===== src/rtl/crc_pkg.sv =====
package crc_pkg;

	////////////////////
	// Bus encodings
	////////////////////

	// AHB transfer type
	typedef enum logic [1:0]
	{
		IDLE   = 2'b00,
		BUSY   = 2'b01,
		NONSEQ = 2'b10,
		SEQ    = 2'b11
	} htrans_e;

	// Register index from HADDR[4:2]
	typedef enum logic [2:0]
	{
		CRC_DR   = 3'h0,
		CRC_IDR  = 3'h1,
		CRC_CR   = 3'h2,
		CRC_INIT = 3'h4,
		CRC_POL  = 3'h5
	} crc_reg_e;

	// Same coding as HSIZE[1:0]
	typedef enum logic [1:0]
	{
		SIZE_BYTE = 2'b00,
		SIZE_HALF = 2'b01,
		SIZE_WORD = 2'b10
	} bus_size_e;

	////////////////////
	// CRC configuration
	////////////////////

	typedef enum logic [1:0] {POLY_32, POLY_16, POLY_8, POLY_7} poly_size_e;

	typedef enum logic [1:0] {REV_NONE, REV_BYTE, REV_HALF, REV_WORD} rev_in_e;

	typedef enum logic [1:0] {ST_IDLE, ST_LOAD, ST_CALC, ST_RESET} crc_state_e;

	// CR fields, HWDATA[7:3] order
	typedef struct packed
	{
		logic       rev_out;
		rev_in_e    rev_in;
		poly_size_e poly_size;
	} crc_cfg_t;

	// One DR write as held in the buffer
	typedef struct packed
	{
		logic [31:0] data;
		bus_size_e   size;
	} buf_entry_t;

	// Register write strobes with shared write data
	typedef struct packed
	{
		logic        init;
		logic        idr;
		logic        poly;
		logic [31:0] wdata;
	} reg_wr_t;

	localparam crc_cfg_t    CRC_CR_RESET   = '0;
	localparam logic [31:0] CRC_INIT_RESET = 32'hFFFF_FFFF;
	localparam logic [31:0] CRC_POL_RESET  = 32'h04C1_1DB7;
	localparam logic        HRESP_OKAY     = 1'b0;

endpackage


===== src/rtl/byte_counter.sv =====
module byte_counter
(
	input  logic                HCLK,
	input  logic                HRESETn,
	input  logic                load,
	input  logic                step,
	input  crc_pkg::buf_entry_t entry,
	output logic                last_byte,
	output logic [7:0]          byte_sel
);
	import crc_pkg::*;

	logic [2:0]  count;
	logic [2:0]  count_init;
	logic [31:0] shift_q;
	logic [31:0] aligned;

	// Move the valid bytes to the top so the MSB byte leaves first
	always_comb
	begin
		case (entry.size)
			SIZE_BYTE:
			begin
				aligned    = {entry.data[7:0], 24'h0};
				count_init = 3'd1;
			end
			SIZE_HALF:
			begin
				aligned    = {entry.data[15:0], 16'h0};
				count_init = 3'd2;
			end
			default:
			begin
				aligned    = entry.data;
				count_init = 3'd4;
			end
		endcase
	end

	always_ff @(posedge HCLK)
	begin
		if (!HRESETn)
			count <= 3'd0;
		else if (load)
			count <= count_init;
		else if (step && (count != 3'd0))
			count <= count - 3'd1;
	end

	always_ff @(posedge HCLK)
	begin
		if (load)
			shift_q <= aligned;
		else if (step)
			shift_q <= shift_q << 8;
	end

	assign byte_sel  = shift_q[31:24];
	assign last_byte = (count == 3'd1);

endmodule


===== src/rtl/crc_ahb_top.sv =====
module crc_ahb_top
(
	input  logic             HCLK,
	input  logic             HRESETn,
	input  logic             HSEL,
	input  logic [31:0]      HADDR,
	input  crc_pkg::htrans_e HTRANS,
	input  logic [2:0]       HSIZE,
	input  logic             HWRITE,
	input  logic [31:0]      HWDATA,
	input  logic             HREADY,
	output logic [31:0]      HRDATA,
	output logic             HREADYOUT,
	output logic             HRESP
);
	import crc_pkg::*;

	// Host side
	logic       buf_wr;
	buf_entry_t buf_entry;
	reg_wr_t    reg_wr;
	crc_cfg_t   cfg;
	logic       reset_chain;

	// Status back to the host
	logic        buffer_full;
	logic        read_wait;
	logic        reset_pending;
	logic [31:0] crc_out;
	logic [31:0] crc_init_out;
	logic [31:0] crc_poly_out;
	logic [7:0]  crc_idr_out;

	// Processing chain
	buf_entry_t entry;
	logic       buf_pop;
	logic       load;
	logic       step;
	logic       crc_step;
	logic       crc_reload;
	logic       last_byte;
	logic [7:0] byte_sel;

	////////////////////
	// Blocks
	////////////////////

	host_interface u_host_interface (.*);

	crc_control_fsm u_crc_control_fsm (.*);

	data_buffer u_data_buffer (.*);

	byte_counter u_byte_counter (.*);

	crc_unit u_crc_unit (.*);

endmodule


===== src/rtl/crc_control_fsm.sv =====
module crc_control_fsm
(
	input  logic HCLK,
	input  logic HRESETn,
	input  logic buffer_full,
	input  logic last_byte,
	input  logic reset_chain,
	output logic buf_pop,
	output logic load,
	output logic step,
	output logic crc_step,
	output logic crc_reload,
	output logic read_wait,
	output logic reset_pending
);
	import crc_pkg::*;

	crc_state_e state;
	crc_state_e next_state;
	logic       reset_req;

	// New request or one left over from a busy period
	assign reset_req = reset_chain || reset_pending;

	always_comb
	begin
		next_state = state;
		case (state)
			// Buffered data goes first, reset only with nothing in flight
			ST_IDLE, ST_RESET:
			begin
				if (buffer_full)
					next_state = ST_LOAD;
				else if (reset_req)
					next_state = ST_RESET;
				else
					next_state = ST_IDLE;
			end
			// ST_LOAD is the first byte after a pop
			ST_LOAD, ST_CALC:
			begin
				if (!last_byte)
					next_state = ST_CALC;
				else if (buffer_full)
					next_state = ST_LOAD;
				else
					next_state = ST_IDLE;
			end
			default: next_state = ST_IDLE;
		endcase
	end

	always_ff @(posedge HCLK)
	begin
		if (!HRESETn)
			state <= ST_IDLE;
		else
			state <= next_state;
	end

	// Pop, load and reload happen on the edge that enters the state
	assign buf_pop    = (next_state == ST_LOAD);
	assign load       = (next_state == ST_LOAD);
	assign crc_reload = (next_state == ST_RESET);

	// One byte per clock while processing
	assign step      = (state == ST_LOAD) || (state == ST_CALC);
	assign crc_step  = (state == ST_LOAD) || (state == ST_CALC);
	assign read_wait = buffer_full || step;

	// Pending flag clears on the reload edge
	always_ff @(posedge HCLK)
	begin
		if (!HRESETn)
			reset_pending <= 1'b0;
		else if (crc_reload)
			reset_pending <= 1'b0;
		else if (reset_chain)
			reset_pending <= 1'b1;
	end

endmodule


===== src/rtl/crc_unit.sv =====
module crc_unit
(
	input  logic              HCLK,
	input  logic              HRESETn,
	input  crc_pkg::reg_wr_t  reg_wr,
	input  crc_pkg::crc_cfg_t cfg,
	input  logic [7:0]        byte_sel,
	input  logic              crc_step,
	input  logic              crc_reload,
	output logic [31:0]       crc_out,
	output logic [31:0]       crc_init_out,
	output logic [31:0]       crc_poly_out,
	output logic [7:0]        crc_idr_out
);
	import crc_pkg::*;

	logic [31:0] crc_q;
	logic [31:0] crc_next;
	logic [31:0] crc_masked;
	logic [31:0] width_mask;
	logic [31:0] top_bit;

	// Eight serial steps, MSB of the byte first
	function automatic logic [31:0] crc_byte
	(
		input logic [31:0] crc,
		input logic [7:0]  data,
		input logic [31:0] poly,
		input logic [31:0] mask,
		input logic [31:0] top
	);
		logic [31:0] c;
		logic        fb;
		c = crc;
		for (int b = 7; b >= 0; b--)
		begin
			fb = ((c & top) != 32'h0) ^ data[b];
			c  = (c << 1) & mask;
			if (fb)
				c = c ^ (poly & mask);
		end
		return c;
	endfunction

	// Width mask and feedback tap for N = 32, 16, 8, 7
	always_comb
	begin
		case (cfg.poly_size)
			POLY_32:
			begin
				width_mask = 32'hFFFF_FFFF;
				top_bit    = 32'h8000_0000;
			end
			POLY_16:
			begin
				width_mask = 32'h0000_FFFF;
				top_bit    = 32'h0000_8000;
			end
			POLY_8:
			begin
				width_mask = 32'h0000_00FF;
				top_bit    = 32'h0000_0080;
			end
			default:
			begin
				width_mask = 32'h0000_007F;
				top_bit    = 32'h0000_0040;
			end
		endcase
	end

	assign crc_next = crc_byte(crc_q, byte_sel, crc_poly_out, width_mask, top_bit);

	////////////////////
	// Registers
	////////////////////

	always_ff @(posedge HCLK)
	begin
		if (!HRESETn)
		begin
			crc_init_out <= CRC_INIT_RESET;
			crc_poly_out <= CRC_POL_RESET;
			crc_idr_out  <= 8'h0;
		end
		else
		begin
			if (reg_wr.init)
				crc_init_out <= reg_wr.wdata;
			if (reg_wr.poly)
				crc_poly_out <= reg_wr.wdata;
			if (reg_wr.idr)
				crc_idr_out <= reg_wr.wdata[7:0];
		end
	end

	// Chain reset first, then INIT write seeds the CRC, then data
	always_ff @(posedge HCLK)
	begin
		if (!HRESETn)
			crc_q <= CRC_INIT_RESET;
		else if (crc_reload)
			crc_q <= crc_init_out;
		else if (reg_wr.init)
			crc_q <= reg_wr.wdata;
		else if (crc_step)
			crc_q <= crc_next;
	end

	// Result masked to N bits, then optionally flipped end to end
	assign crc_masked = crc_q & width_mask;

	always_comb
	begin
		if (cfg.rev_out)
			crc_out = {<<{crc_masked}};
		else
			crc_out = crc_masked;
	end

endmodule


===== src/rtl/data_buffer.sv =====
module data_buffer
(
	input  logic                HCLK,
	input  logic                HRESETn,
	input  logic                buf_wr,
	input  crc_pkg::buf_entry_t buf_entry,
	input  logic                buf_pop,
	input  crc_pkg::crc_cfg_t   cfg,
	output logic                buffer_full,
	output crc_pkg::buf_entry_t entry
);
	import crc_pkg::*;

	logic [1:0]  mode_span;
	logic [1:0]  span;
	logic [31:0] rev_data;

	// Bit reversal inside each chunk of w bits
	function automatic logic [31:0] rev_chunks(input logic [31:0] d, input int w);
		logic [31:0] r;
		for (int i = 0; i < 32; i++)
			r[(i / w) * w + w - 1 - i % w] = d[i];
		return r;
	endfunction

	// Span 0 byte, 1 halfword, 2 word; never wider than the transfer
	assign mode_span = cfg.rev_in - 2'd1;
	assign span      = (mode_span < buf_entry.size) ? mode_span : buf_entry.size;

	always_comb
	begin
		rev_data = buf_entry.data;
		if (cfg.rev_in != REV_NONE)
		begin
			case (span)
				2'd0:    rev_data = rev_chunks(buf_entry.data, 8);
				2'd1:    rev_data = rev_chunks(buf_entry.data, 16);
				default: rev_data = rev_chunks(buf_entry.data, 32);
			endcase
		end
	end

	// Single entry, write and pop never in the same cycle
	always_ff @(posedge HCLK)
	begin
		if (!HRESETn)
			buffer_full <= 1'b0;
		else if (buf_wr)
			buffer_full <= 1'b1;
		else if (buf_pop)
			buffer_full <= 1'b0;
	end

	always_ff @(posedge HCLK)
	begin
		if (buf_wr)
		begin
			entry.data <= rev_data;
			entry.size <= buf_entry.size;
		end
	end

endmodule


===== src/rtl/host_interface.sv =====
module host_interface
(
	input  logic                HCLK,
	input  logic                HRESETn,
	input  logic                HSEL,
	input  logic [31:0]         HADDR,
	input  crc_pkg::htrans_e    HTRANS,
	input  logic [2:0]          HSIZE,
	input  logic                HWRITE,
	input  logic [31:0]         HWDATA,
	input  logic                HREADY,
	input  logic                buffer_full,
	input  logic                read_wait,
	input  logic                reset_pending,
	input  logic [31:0]         crc_out,
	input  logic [31:0]         crc_init_out,
	input  logic [31:0]         crc_poly_out,
	input  logic [7:0]          crc_idr_out,
	output logic [31:0]         HRDATA,
	output logic                HREADYOUT,
	output logic                HRESP,
	output logic                buf_wr,
	output crc_pkg::buf_entry_t buf_entry,
	output crc_pkg::reg_wr_t    reg_wr,
	output crc_pkg::crc_cfg_t   cfg,
	output logic                reset_chain
);
	import crc_pkg::*;

	// Data phase copies of the address phase
	logic      hsel_pp;
	htrans_e   htrans_pp;
	logic      hwrite_pp;
	crc_reg_e  haddr_pp;
	bus_size_e hsize_pp;

	logic sample_bus;
	logic write_en;
	logic read_en;
	logic dr_wr;
	logic dr_rd;
	logic init_wr;
	logic cr_wr;

	// Address phase taken when the previous data phase ends
	assign sample_bus = HREADY && HREADYOUT;

	always_ff @(posedge HCLK)
	begin
		if (!HRESETn)
		begin
			hsel_pp   <= 1'b0;
			htrans_pp <= IDLE;
		end
		else if (sample_bus)
		begin
			hsel_pp   <= HSEL;
			htrans_pp <= HTRANS;
		end
	end

	always_ff @(posedge HCLK)
	begin
		if (sample_bus)
		begin
			hwrite_pp <= HWRITE;
			haddr_pp  <= crc_reg_e'(HADDR[4:2]);
			hsize_pp  <= bus_size_e'(HSIZE[1:0]);
		end
	end

	////////////////////
	// Decode
	////////////////////

	// SEQ and BUSY are ignored
	assign write_en = hsel_pp && hwrite_pp && (htrans_pp == NONSEQ);
	assign read_en  = hsel_pp && !hwrite_pp && (htrans_pp == NONSEQ);

	assign dr_wr   = write_en && (haddr_pp == CRC_DR);
	assign dr_rd   = read_en && (haddr_pp == CRC_DR);
	assign init_wr = write_en && (haddr_pp == CRC_INIT);
	assign cr_wr   = write_en && (haddr_pp == CRC_CR);

	// Stall on full buffer, busy read, or INIT behind a pending reset
	assign HREADYOUT = !((dr_wr && buffer_full) ||
	                     (dr_rd && read_wait) ||
	                     (init_wr && reset_pending));

	assign HRESP = HRESP_OKAY;

	// Buffer takes the word only in the cycle the write completes
	assign buf_wr = dr_wr && !buffer_full;

	always_comb
	begin
		buf_entry.data = HWDATA;
		buf_entry.size = hsize_pp;
		reg_wr.init    = init_wr && !reset_pending;
		reg_wr.idr     = write_en && (haddr_pp == CRC_IDR);
		reg_wr.poly    = write_en && (haddr_pp == CRC_POL);
		reg_wr.wdata   = HWDATA;
	end

	// CR holds bits 7:3; bit 0 is a self-clearing reset request
	always_ff @(posedge HCLK)
	begin
		if (!HRESETn)
			cfg <= CRC_CR_RESET;
		else if (cr_wr)
			cfg <= crc_cfg_t'(HWDATA[7:3]);
	end

	assign reset_chain = cr_wr && HWDATA[0];

	// Read data by register
	always_comb
	begin
		case (haddr_pp)
			CRC_DR:   HRDATA = crc_out;
			CRC_IDR:  HRDATA = {24'h0, crc_idr_out};
			CRC_CR:   HRDATA = {24'h0, cfg, 3'h0};
			CRC_INIT: HRDATA = crc_init_out;
			CRC_POL:  HRDATA = crc_poly_out;
			default:  HRDATA = 32'h0;
		endcase
	end

endmodule


===== config.mk =====
export PLATFORM = sky130hd
export DESIGN_NAME = crc_ahb_top
export DESIGN_NICKNAME = d
export VERILOG_FILES = /design/src/rtl/crc_pkg.sv /design/src/rtl/byte_counter.sv /design/src/rtl/crc_ahb_top.sv /design/src/rtl/crc_control_fsm.sv /design/src/rtl/crc_unit.sv /design/src/rtl/data_buffer.sv /design/src/rtl/host_interface.sv
export SDC_FILE = /design/constraint.sdc
export NUM_CORES = 1
export LEC_CHECK = 0
export CORE_MARGIN = 10
export CORE_UTILIZATION = 45
export DETAILED_ROUTE_END_ITERATION = 8
export DONT_BUFFER_PORTS = 1
export MAX_ROUTING_LAYER = met4
export PLACE_DENSITY_LB_ADDON = 0.08
export SKIP_LAST_GASP = 1
export SYNTH_ARGS = -nofsm -noshare
export SYNTH_HDL_FRONTEND = slang
export SYNTH_SLANG_ARGS = --single-unit

===== constraint.sdc =====
create_clock -name HCLK -period 7.31 [get_ports HCLK]
set_clock_uncertainty 0.2 [all_clocks]
set_input_delay 1.0965 -clock HCLK [delete_from_list [all_inputs] [get_ports HCLK]]
set_output_delay 1.0965 -clock HCLK [all_outputs]
set_load 0.01 [all_outputs]

**After elaboration in Yosys (flattened, before gate mapping)**

Index checks and enable logic that the tools add are counted.

- Bits in registers: 191
- Input port bits: 74
- Output and inout port bits: 34
- Logic and storage cells: 152

- Add/subtract/negate cells: 2
- Magnitude comparators: 1
- Equality and inequality tests: 15
- Multiplexer cells: 31
- Bitwise operators: 35
- Reductions and logical operators: 49

Operator list:

| cell | count |
|---|---|
| $and 32x32->32 | 18 |
| $mux 32 | 15 |
| $reduce_bool 32->1 | 8 |
| $xor 32x32->32 | 8 |
| $pmux 32 s3 | 2 |
| $pmux 32 s5 | 1 |
| $pmux 32 s2 | 2 |
| $logic_and 1x1->1 | 18 |
| $eq 2x1->1 const B | 5 |
| $eq 2x2->1 const B | 5 |
| $logic_not 2->1 | 4 |
| $mux 2 | 4 |
| $reduce_bool 2->1 | 4 |
| $xor 1x1->1 | 8 |
| $eq 3x1->1 const B | 2 |
| $eq 3x3->1 const B | 2 |
| $mux 3 | 2 |
| $pmux 3 s2 | 1 |
| $reduce_bool 3->1 | 2 |
| $reduce_or 2->1 | 3 |
| $logic_or 1x1->1 | 5 |
| $logic_not 1->1 | 4 |
| $pmux 2 s2 | 1 |
| $eq 3x2->1 const B | 1 |
| 6 further kinds | 8 |

**Longest topological paths before layout**

- Depth in word-level cells: 37
- Mapped depth: 33
- Depth with buffers taken out: 25

**Modules after synthesis**

A second synthesis with hierarchy kept.

- Cells, all modules: 2,011
- Area total of the unflattened synthesis: 16,194.3 sq um

By module, submodules not included:

| module | instances | cells each | area an instance (sq um) | sequential area each (sq um) |
|---|---|---|---|---|
| crc_unit | 1 | 1,344 | 9,771.9 | 2,082.0 |
| data_buffer | 1 | 266 | 2,379.8 | 1,041.0 |
| host_interface | 1 | 231 | 1,989.4 | 340.3 |
| byte_counter | 1 | 153 | 1,890.6 | 1,021.0 |
| crc_control_fsm | 1 | 17 | 162.7 | 60.1 |

**Worst setup path after synthesis**

OpenSTA, ideal clock, no wires.

- Kind: reg-to-reg
- Start point: register u_byte_counter.shift_q[31]
- End point: register u_crc_unit.crc_q[2]
- Library setup time: 0.115 ns
- Data arrival time: 7.665 ns
- Required time: 6.995 ns
- Setup slack: -0.670 ns
- Stages on the path, launching flop included: 33
- Path buffers: 7
- Period minus slack after synthesis: 7.980 ns
- Path through: edfxtp_1 > buf_4 > xor2_1 > a2111oi_1 > a41oi_1 > and4_1 > buf_6 > mux2i_2 > mux2i_1 > nor4_4 > mux2i_1 > mux2i_1 > a2111oi_4 > mux2i_1 > mux2_4 > nor3_4 > mux2i_1 > nand4bb_4 > or4_4 > buf_6 > a311o_1 > and4_1 > buf_6 > and2_1 > a221o_1 > or3_1 > buf_2 > o21ai_4 > and2_1 > buf_4 > buf_6 > nand4_1 > and3_1

- Cells in the longest elaborated chain, start to end: 33
- Elaborated cells between the ends (all ways): 47
- Classes of those cells: mux: 11; bitwise: 29; reduce/logical: 7

RTL lines:

| what | line | RTL |
|---|---|---|
| start, declared | byte_counter.sv:15 | `logic [31:0] shift_q;` |
| start signal, assigned | byte_counter.sv:53 | `shift_q <= aligned;` |
| start signal, assigned | byte_counter.sv:55 | `shift_q <= shift_q << 8;` |
| $xor 1x1->1 (*) | crc_unit.sv:37 | `fb = ((c & top) != 32'h0) ^ data[b];` |
| $mux 32 (*) | crc_unit.sv:39 | `if (fb)` |
| $and 32x32->32 | crc_unit.sv:37 |  |
| $reduce_bool 32->1 | crc_unit.sv:37 |  |
| $xor 1x1->1 | crc_unit.sv:37 |  |
| $mux 32 (*) | crc_unit.sv:39 |  |
| $and 32x32->32 | crc_unit.sv:37 |  |
| $reduce_bool 32->1 | crc_unit.sv:37 |  |
| [... 17 more ...] | n/a |  |
| $mux 32 (*) | crc_unit.sv:39 |  |
| $and 32x32->32 | crc_unit.sv:37 |  |
| $reduce_bool 32->1 | crc_unit.sv:37 |  |
| $xor 1x1->1 | crc_unit.sv:37 |  |
| $mux 32 (*) | crc_unit.sv:39 |  |
| $mux 32 (*) | crc_unit.sv:106 | `else if (crc_step)` |
| $mux 32 (*) | crc_unit.sv:104 | `else if (reg_wr.init)` |
| $mux 32 (*) | crc_unit.sv:102 | `else if (crc_reload)` |
| end signal, assigned | crc_unit.sv:103 | `crc_q <= crc_init_out;` |
| end signal, assigned | crc_unit.sv:105 | `crc_q <= reg_wr.wdata;` |
| end signal, assigned | crc_unit.sv:107 | `crc_q <= crc_next;` |
| end, declared | crc_unit.sv:17 | `logic [31:0] crc_q;` |

Every way passes the cells marked *; elsewhere a longest branch is shown, timed or not. The select of a mux whose other input is x is not followed.
A chain may end at the register's enable or synchronous reset.

**Final worst setup path**

- Start point: register u_host_interface.cfg[1] (netlist name)
- End point: register u_crc_unit.crc_q[8]

- Cells in the longest elaborated chain, start to end: 37
- Elaborated cells between the ends (all ways): 57
- Classes of those cells: eq/ne: 2; mux: 13; bitwise: 33; reduce/logical: 9

RTL lines:

| what | line | RTL |
|---|---|---|
| $eq 2x2->1 (tied with other cells) | crc_unit.sv:48 | `case (cfg.poly_size)` |
| $pmux 32 s3 | crc_unit.sv:48 |  |
| $and 32x32->32 | crc_unit.sv:37 |  |
| $reduce_bool 32->1 | crc_unit.sv:37 |  |
| $xor 1x1->1 | crc_unit.sv:37 |  |
| $mux 32 | crc_unit.sv:39 |  |
| $and 32x32->32 | crc_unit.sv:37 |  |
| $reduce_bool 32->1 | crc_unit.sv:37 |  |
| [... 21 more ...] | n/a |  |
| $mux 32 | crc_unit.sv:39 |  |
| $and 32x32->32 | crc_unit.sv:37 |  |
| $reduce_bool 32->1 | crc_unit.sv:37 |  |
| $xor 1x1->1 | crc_unit.sv:37 |  |
| $mux 32 (*) | crc_unit.sv:39 |  |
| $mux 32 (*) | crc_unit.sv:106 |  |
| $mux 32 (*) | crc_unit.sv:104 |  |
| $mux 32 (*) | crc_unit.sv:102 |  |

Marks and branches as above.

==> flow_summary.json <==
{
  "start_util": 0.456,
  "routed_via_density": 6.04,
  "start_kind": "flip-flop",
  "min_period_ps": 7990,
  "grt_pass1_vias": 13971,
  "synth_most_common_cell": "nand2_1",
  "worst_slack_ps": -685,
  "cts_max_level": 4,
  "rsz0062_at_grt": "yes",
  "drc": 0,
  "ios": 108,
  "firstDrtPassIters": 6,
  "drive_above_1_share": 0.150,
  "worst-slew-pin-transition_ps": 1030,
  "yosysTopAreaCellShare": 0.156,
  "dp_slack_ps": -784,
  "setup-tns-final_ps": -18700,
  "drtIter0Drc": 1801,
  "synth_nets": 2134,
  "worstPathMaxFanout": 7,
  "wl_per_cell_um": 23.6,
  "ys_seq_area_frac": 0.297,
  "cts.clk_slew.worst_paths_ps": 90,
  "grt_overflow": 0,
  "core-area_mm2": 0.0335,
  "synth_flop_cell": "dfxtp_1",
  "grtUsageTotal": 0.286,
  "antenna_left": 0,
  "syn_avg_cell_area_um2": 7.45,
  "netlist_area_mm2": 0.0153,
  "syn_inst": 2054,
  "synth_common_cells": "435 x nand2_1, 185 x xnor2_1, 176 x nor2_1",
  "gp_congestion": 0.945,
  "die_area_mm2": 0.0418,
  "slowest_stage": "or4b_4",
  "powerDensity_mw_per_mm2": 131,
  "portBuffers": 0,
  "antenna_found_initial": 1,
  "numCtsBuffers": 17,
  "ctsHoldBuffers": 0,
  "slew_violations": 0,
  "worst_slew_margin_rel": 0.314,
  "hold_viol": 0,
  "end_kind": "flip-flop",
  "ys_types": 84,
  "synthArstFlopShare": 0,
  "status": "complete, but fails checks",
  "setup_violations": 32,
  "area_growth_pct": 14.7,
  "cts_root_buf": "clkbuf_16",
  "wirelength_mm": 59.5,
  "violations": "negative setup slack",
  "grt_max_degree": 119,
  "clk_latency_ps": 470,
  "synth_seq_cells": 191,
  "cts_tree": "done",
  "clockBufferDepth": 2,
  "post-route-period-util": 1.09,
  "rows": 67,
  "die-width_um": 204,
  "timing.fmax_mhz": 125,
  "num_vias": 15218,
  "cp.required_ps": 7440,
  "dieHeight_um": 204,
  "maxCapViolations": 0,
  "yosys_warnings": 0,
  "peakVddDrop_mv": 0.147,
  "hold_path_class": "flip-flop to flip-flop",
  "layout.nets": 2138,
  "crit_type": "flip-flop to flip-flop",
  "synth_top_area_cell": "dfxtp_1",
  "synth_edf_count": 72,
  "dp_hpwl_mm": 41.0,
  "whs_ps": 266,
  "synth.area.top_cells": "dfxtp_1 16%, edfxtp_1 14%, nand2_1 11%, xnor2_1 11%, mux2i_1 5.9%",
  "grt_pass1_wl_mm": 89.2,
  "arrival_ps": 8130,
  "power_leakage_uw": 0.00697,
  "numClockSinks": 191,
  "slowest_delay_ps": 610
}
area by class of cell:
class                           count  area, um2
Multi-Input combinational cell   1636      10300
Inverter                           30        113
Fill cell                        3278      16000
Antenna cell                        1       2.50
Tap cell                          448        561
Clock inverter                     15        153
Clock buffer                       17        425
Sequential cell                   191       4550
Timing Repair Buffer              182       1490
logic make-up after synthesis:
logic type,share of synthesized area
other cells,0.000245
compound gates,0.179
xor+xnor,0.129
simple gates,0.262
fa+ha+maj,0.00491
buf+inv,0.0599
mux,0.0686
flops,0.297
worst paths after layout:
| kind | startpoint | end | slack (ps) | cells after the start |
|---|---|---|---|---|
| max reg2reg | u_host_interface.cfg[1]$_SDFFE_PN0P_ | u_crc_unit.crc_q[8]$_SDFFE_PN1P_ | -680 | 34 |
| max | u_host_interface.cfg[1]$_SDFFE_PN0P_ | u_crc_unit.crc_q[8]$_SDFFE_PN1P_ | -680 | 34 |
| min reg2reg | u_host_interface.htrans_pp[1]$_SDFFE_PN0P_ | u_host_interface.htrans_pp[1]$_SDFFE_PN0P_ | 270 | 2 |
| min | u_host_interface.htrans_pp[1]$_SDFFE_PN0P_ | u_host_interface.htrans_pp[1]$_SDFFE_PN0P_ | 270 | 2 |
cells in the final DEF, fill, tap and decap left out, types with 12 or more instances in the layout:
| cell type | n |
|---|---|
| a21boi_0 | 23 |
| buf_4 | 168 |
| xnor2_1 | 176 |
| a222oi_1 | 13 |
| nand2_1 | 433 |
| a21oi_1 | 106 |
| a211o_1 | 12 |
| a22oi_1 | 23 |
| nor3_1 | 25 |
| dfxtp_1 | 116 |
| o211ai_1 | 26 |
| and2_1 | 12 |
| clkbuf_16 | 18 |
| xor2_1 | 28 |
| inv_1 | 30 |
| and3_1 | 25 |
| a31oi_1 | 20 |
| nand3_1 | 88 |
| nor2_1 | 173 |
| o21ai_0 | 91 |
| nor2b_1 | 28 |
| nand4_1 | 16 |
| mux2i_1 | 80 |
| o22ai_1 | 16 |
| a221oi_1 | 22 |
| nand2b_1 | 27 |
| edfxtp_1 | 72 |
state kept, by name, summed over array words and instances (netlist names):
register / count
u_host_interface.hsel_pp: 1
u_crc_unit.crc_init_out: 32
u_host_interface.cfg: 5
u_data_buffer.buffer_full: 1
u_crc_control_fsm.reset_pending: 1
u_byte_counter.count: 3
u_crc_unit.crc_idr_out: 8
u_host_interface.hwrite_pp: 1
u_host_interface.hsize_pp: 2
u_data_buffer.entry: 34
u_crc_unit.crc_q: 32
u_host_interface.haddr_pp: 3
u_byte_counter.shift_q: 32
u_crc_unit.crc_poly_out: 32
u_host_interface.htrans_pp: 2
u_crc_control_fsm.state: 2
through the flow:
step           instance area, um2  instances   util  total power, uW
6_report                    17600       2520  0.524             2300
4_1_cts                     17300       2508  0.514             2300
3_3_place_gp                16400       2466  0.490             1340
3_5_place_dp                16400       2466  0.490             1340
5_1_grt                     17600       2520  0.524             2360
2_1_floorplan               15300       2054      -             1290
worst max-delay path: cells and delay by family (launching register included):
kind | cells | cell delay, ps
xor+xnor | 5 | 1070
compound gates | 3 | 690
flops | 1 | 380
mux | 6 | 1400
buf+inv | 9 | 1410
simple gates | 11 | 2690
repair_timing:
action | CTS | global route
setup buffers | 10 | 10
pin swaps | 11 | 15
endpoints found under the setup margin | 32 | 32
gates resized for setup | 38 | 36
cloned | 0 | 1
power breakdown:
group          leakage, uW  switching [uW]  internal, uW
sequential         0.00162            6.31          1100
combinational      0.00508             129          88.7
clock             0.000268             489           481
layer usage:
layer / wire, um / up-vias / GRT usage / part of all wire
li1: - / 7094 / - / -
met1: 25800 / 7337 / 0.385 / 0.43
met2: 26400 / 685 / 0.429 / 0.44
met3: 5260 / 102 / 0.0425 / 0.088
met4: 2030 / 0 / 0.104 / 0.034
met5: 0 / - / - / 0
No activity file was read; power rests on OpenSTA's default activity.
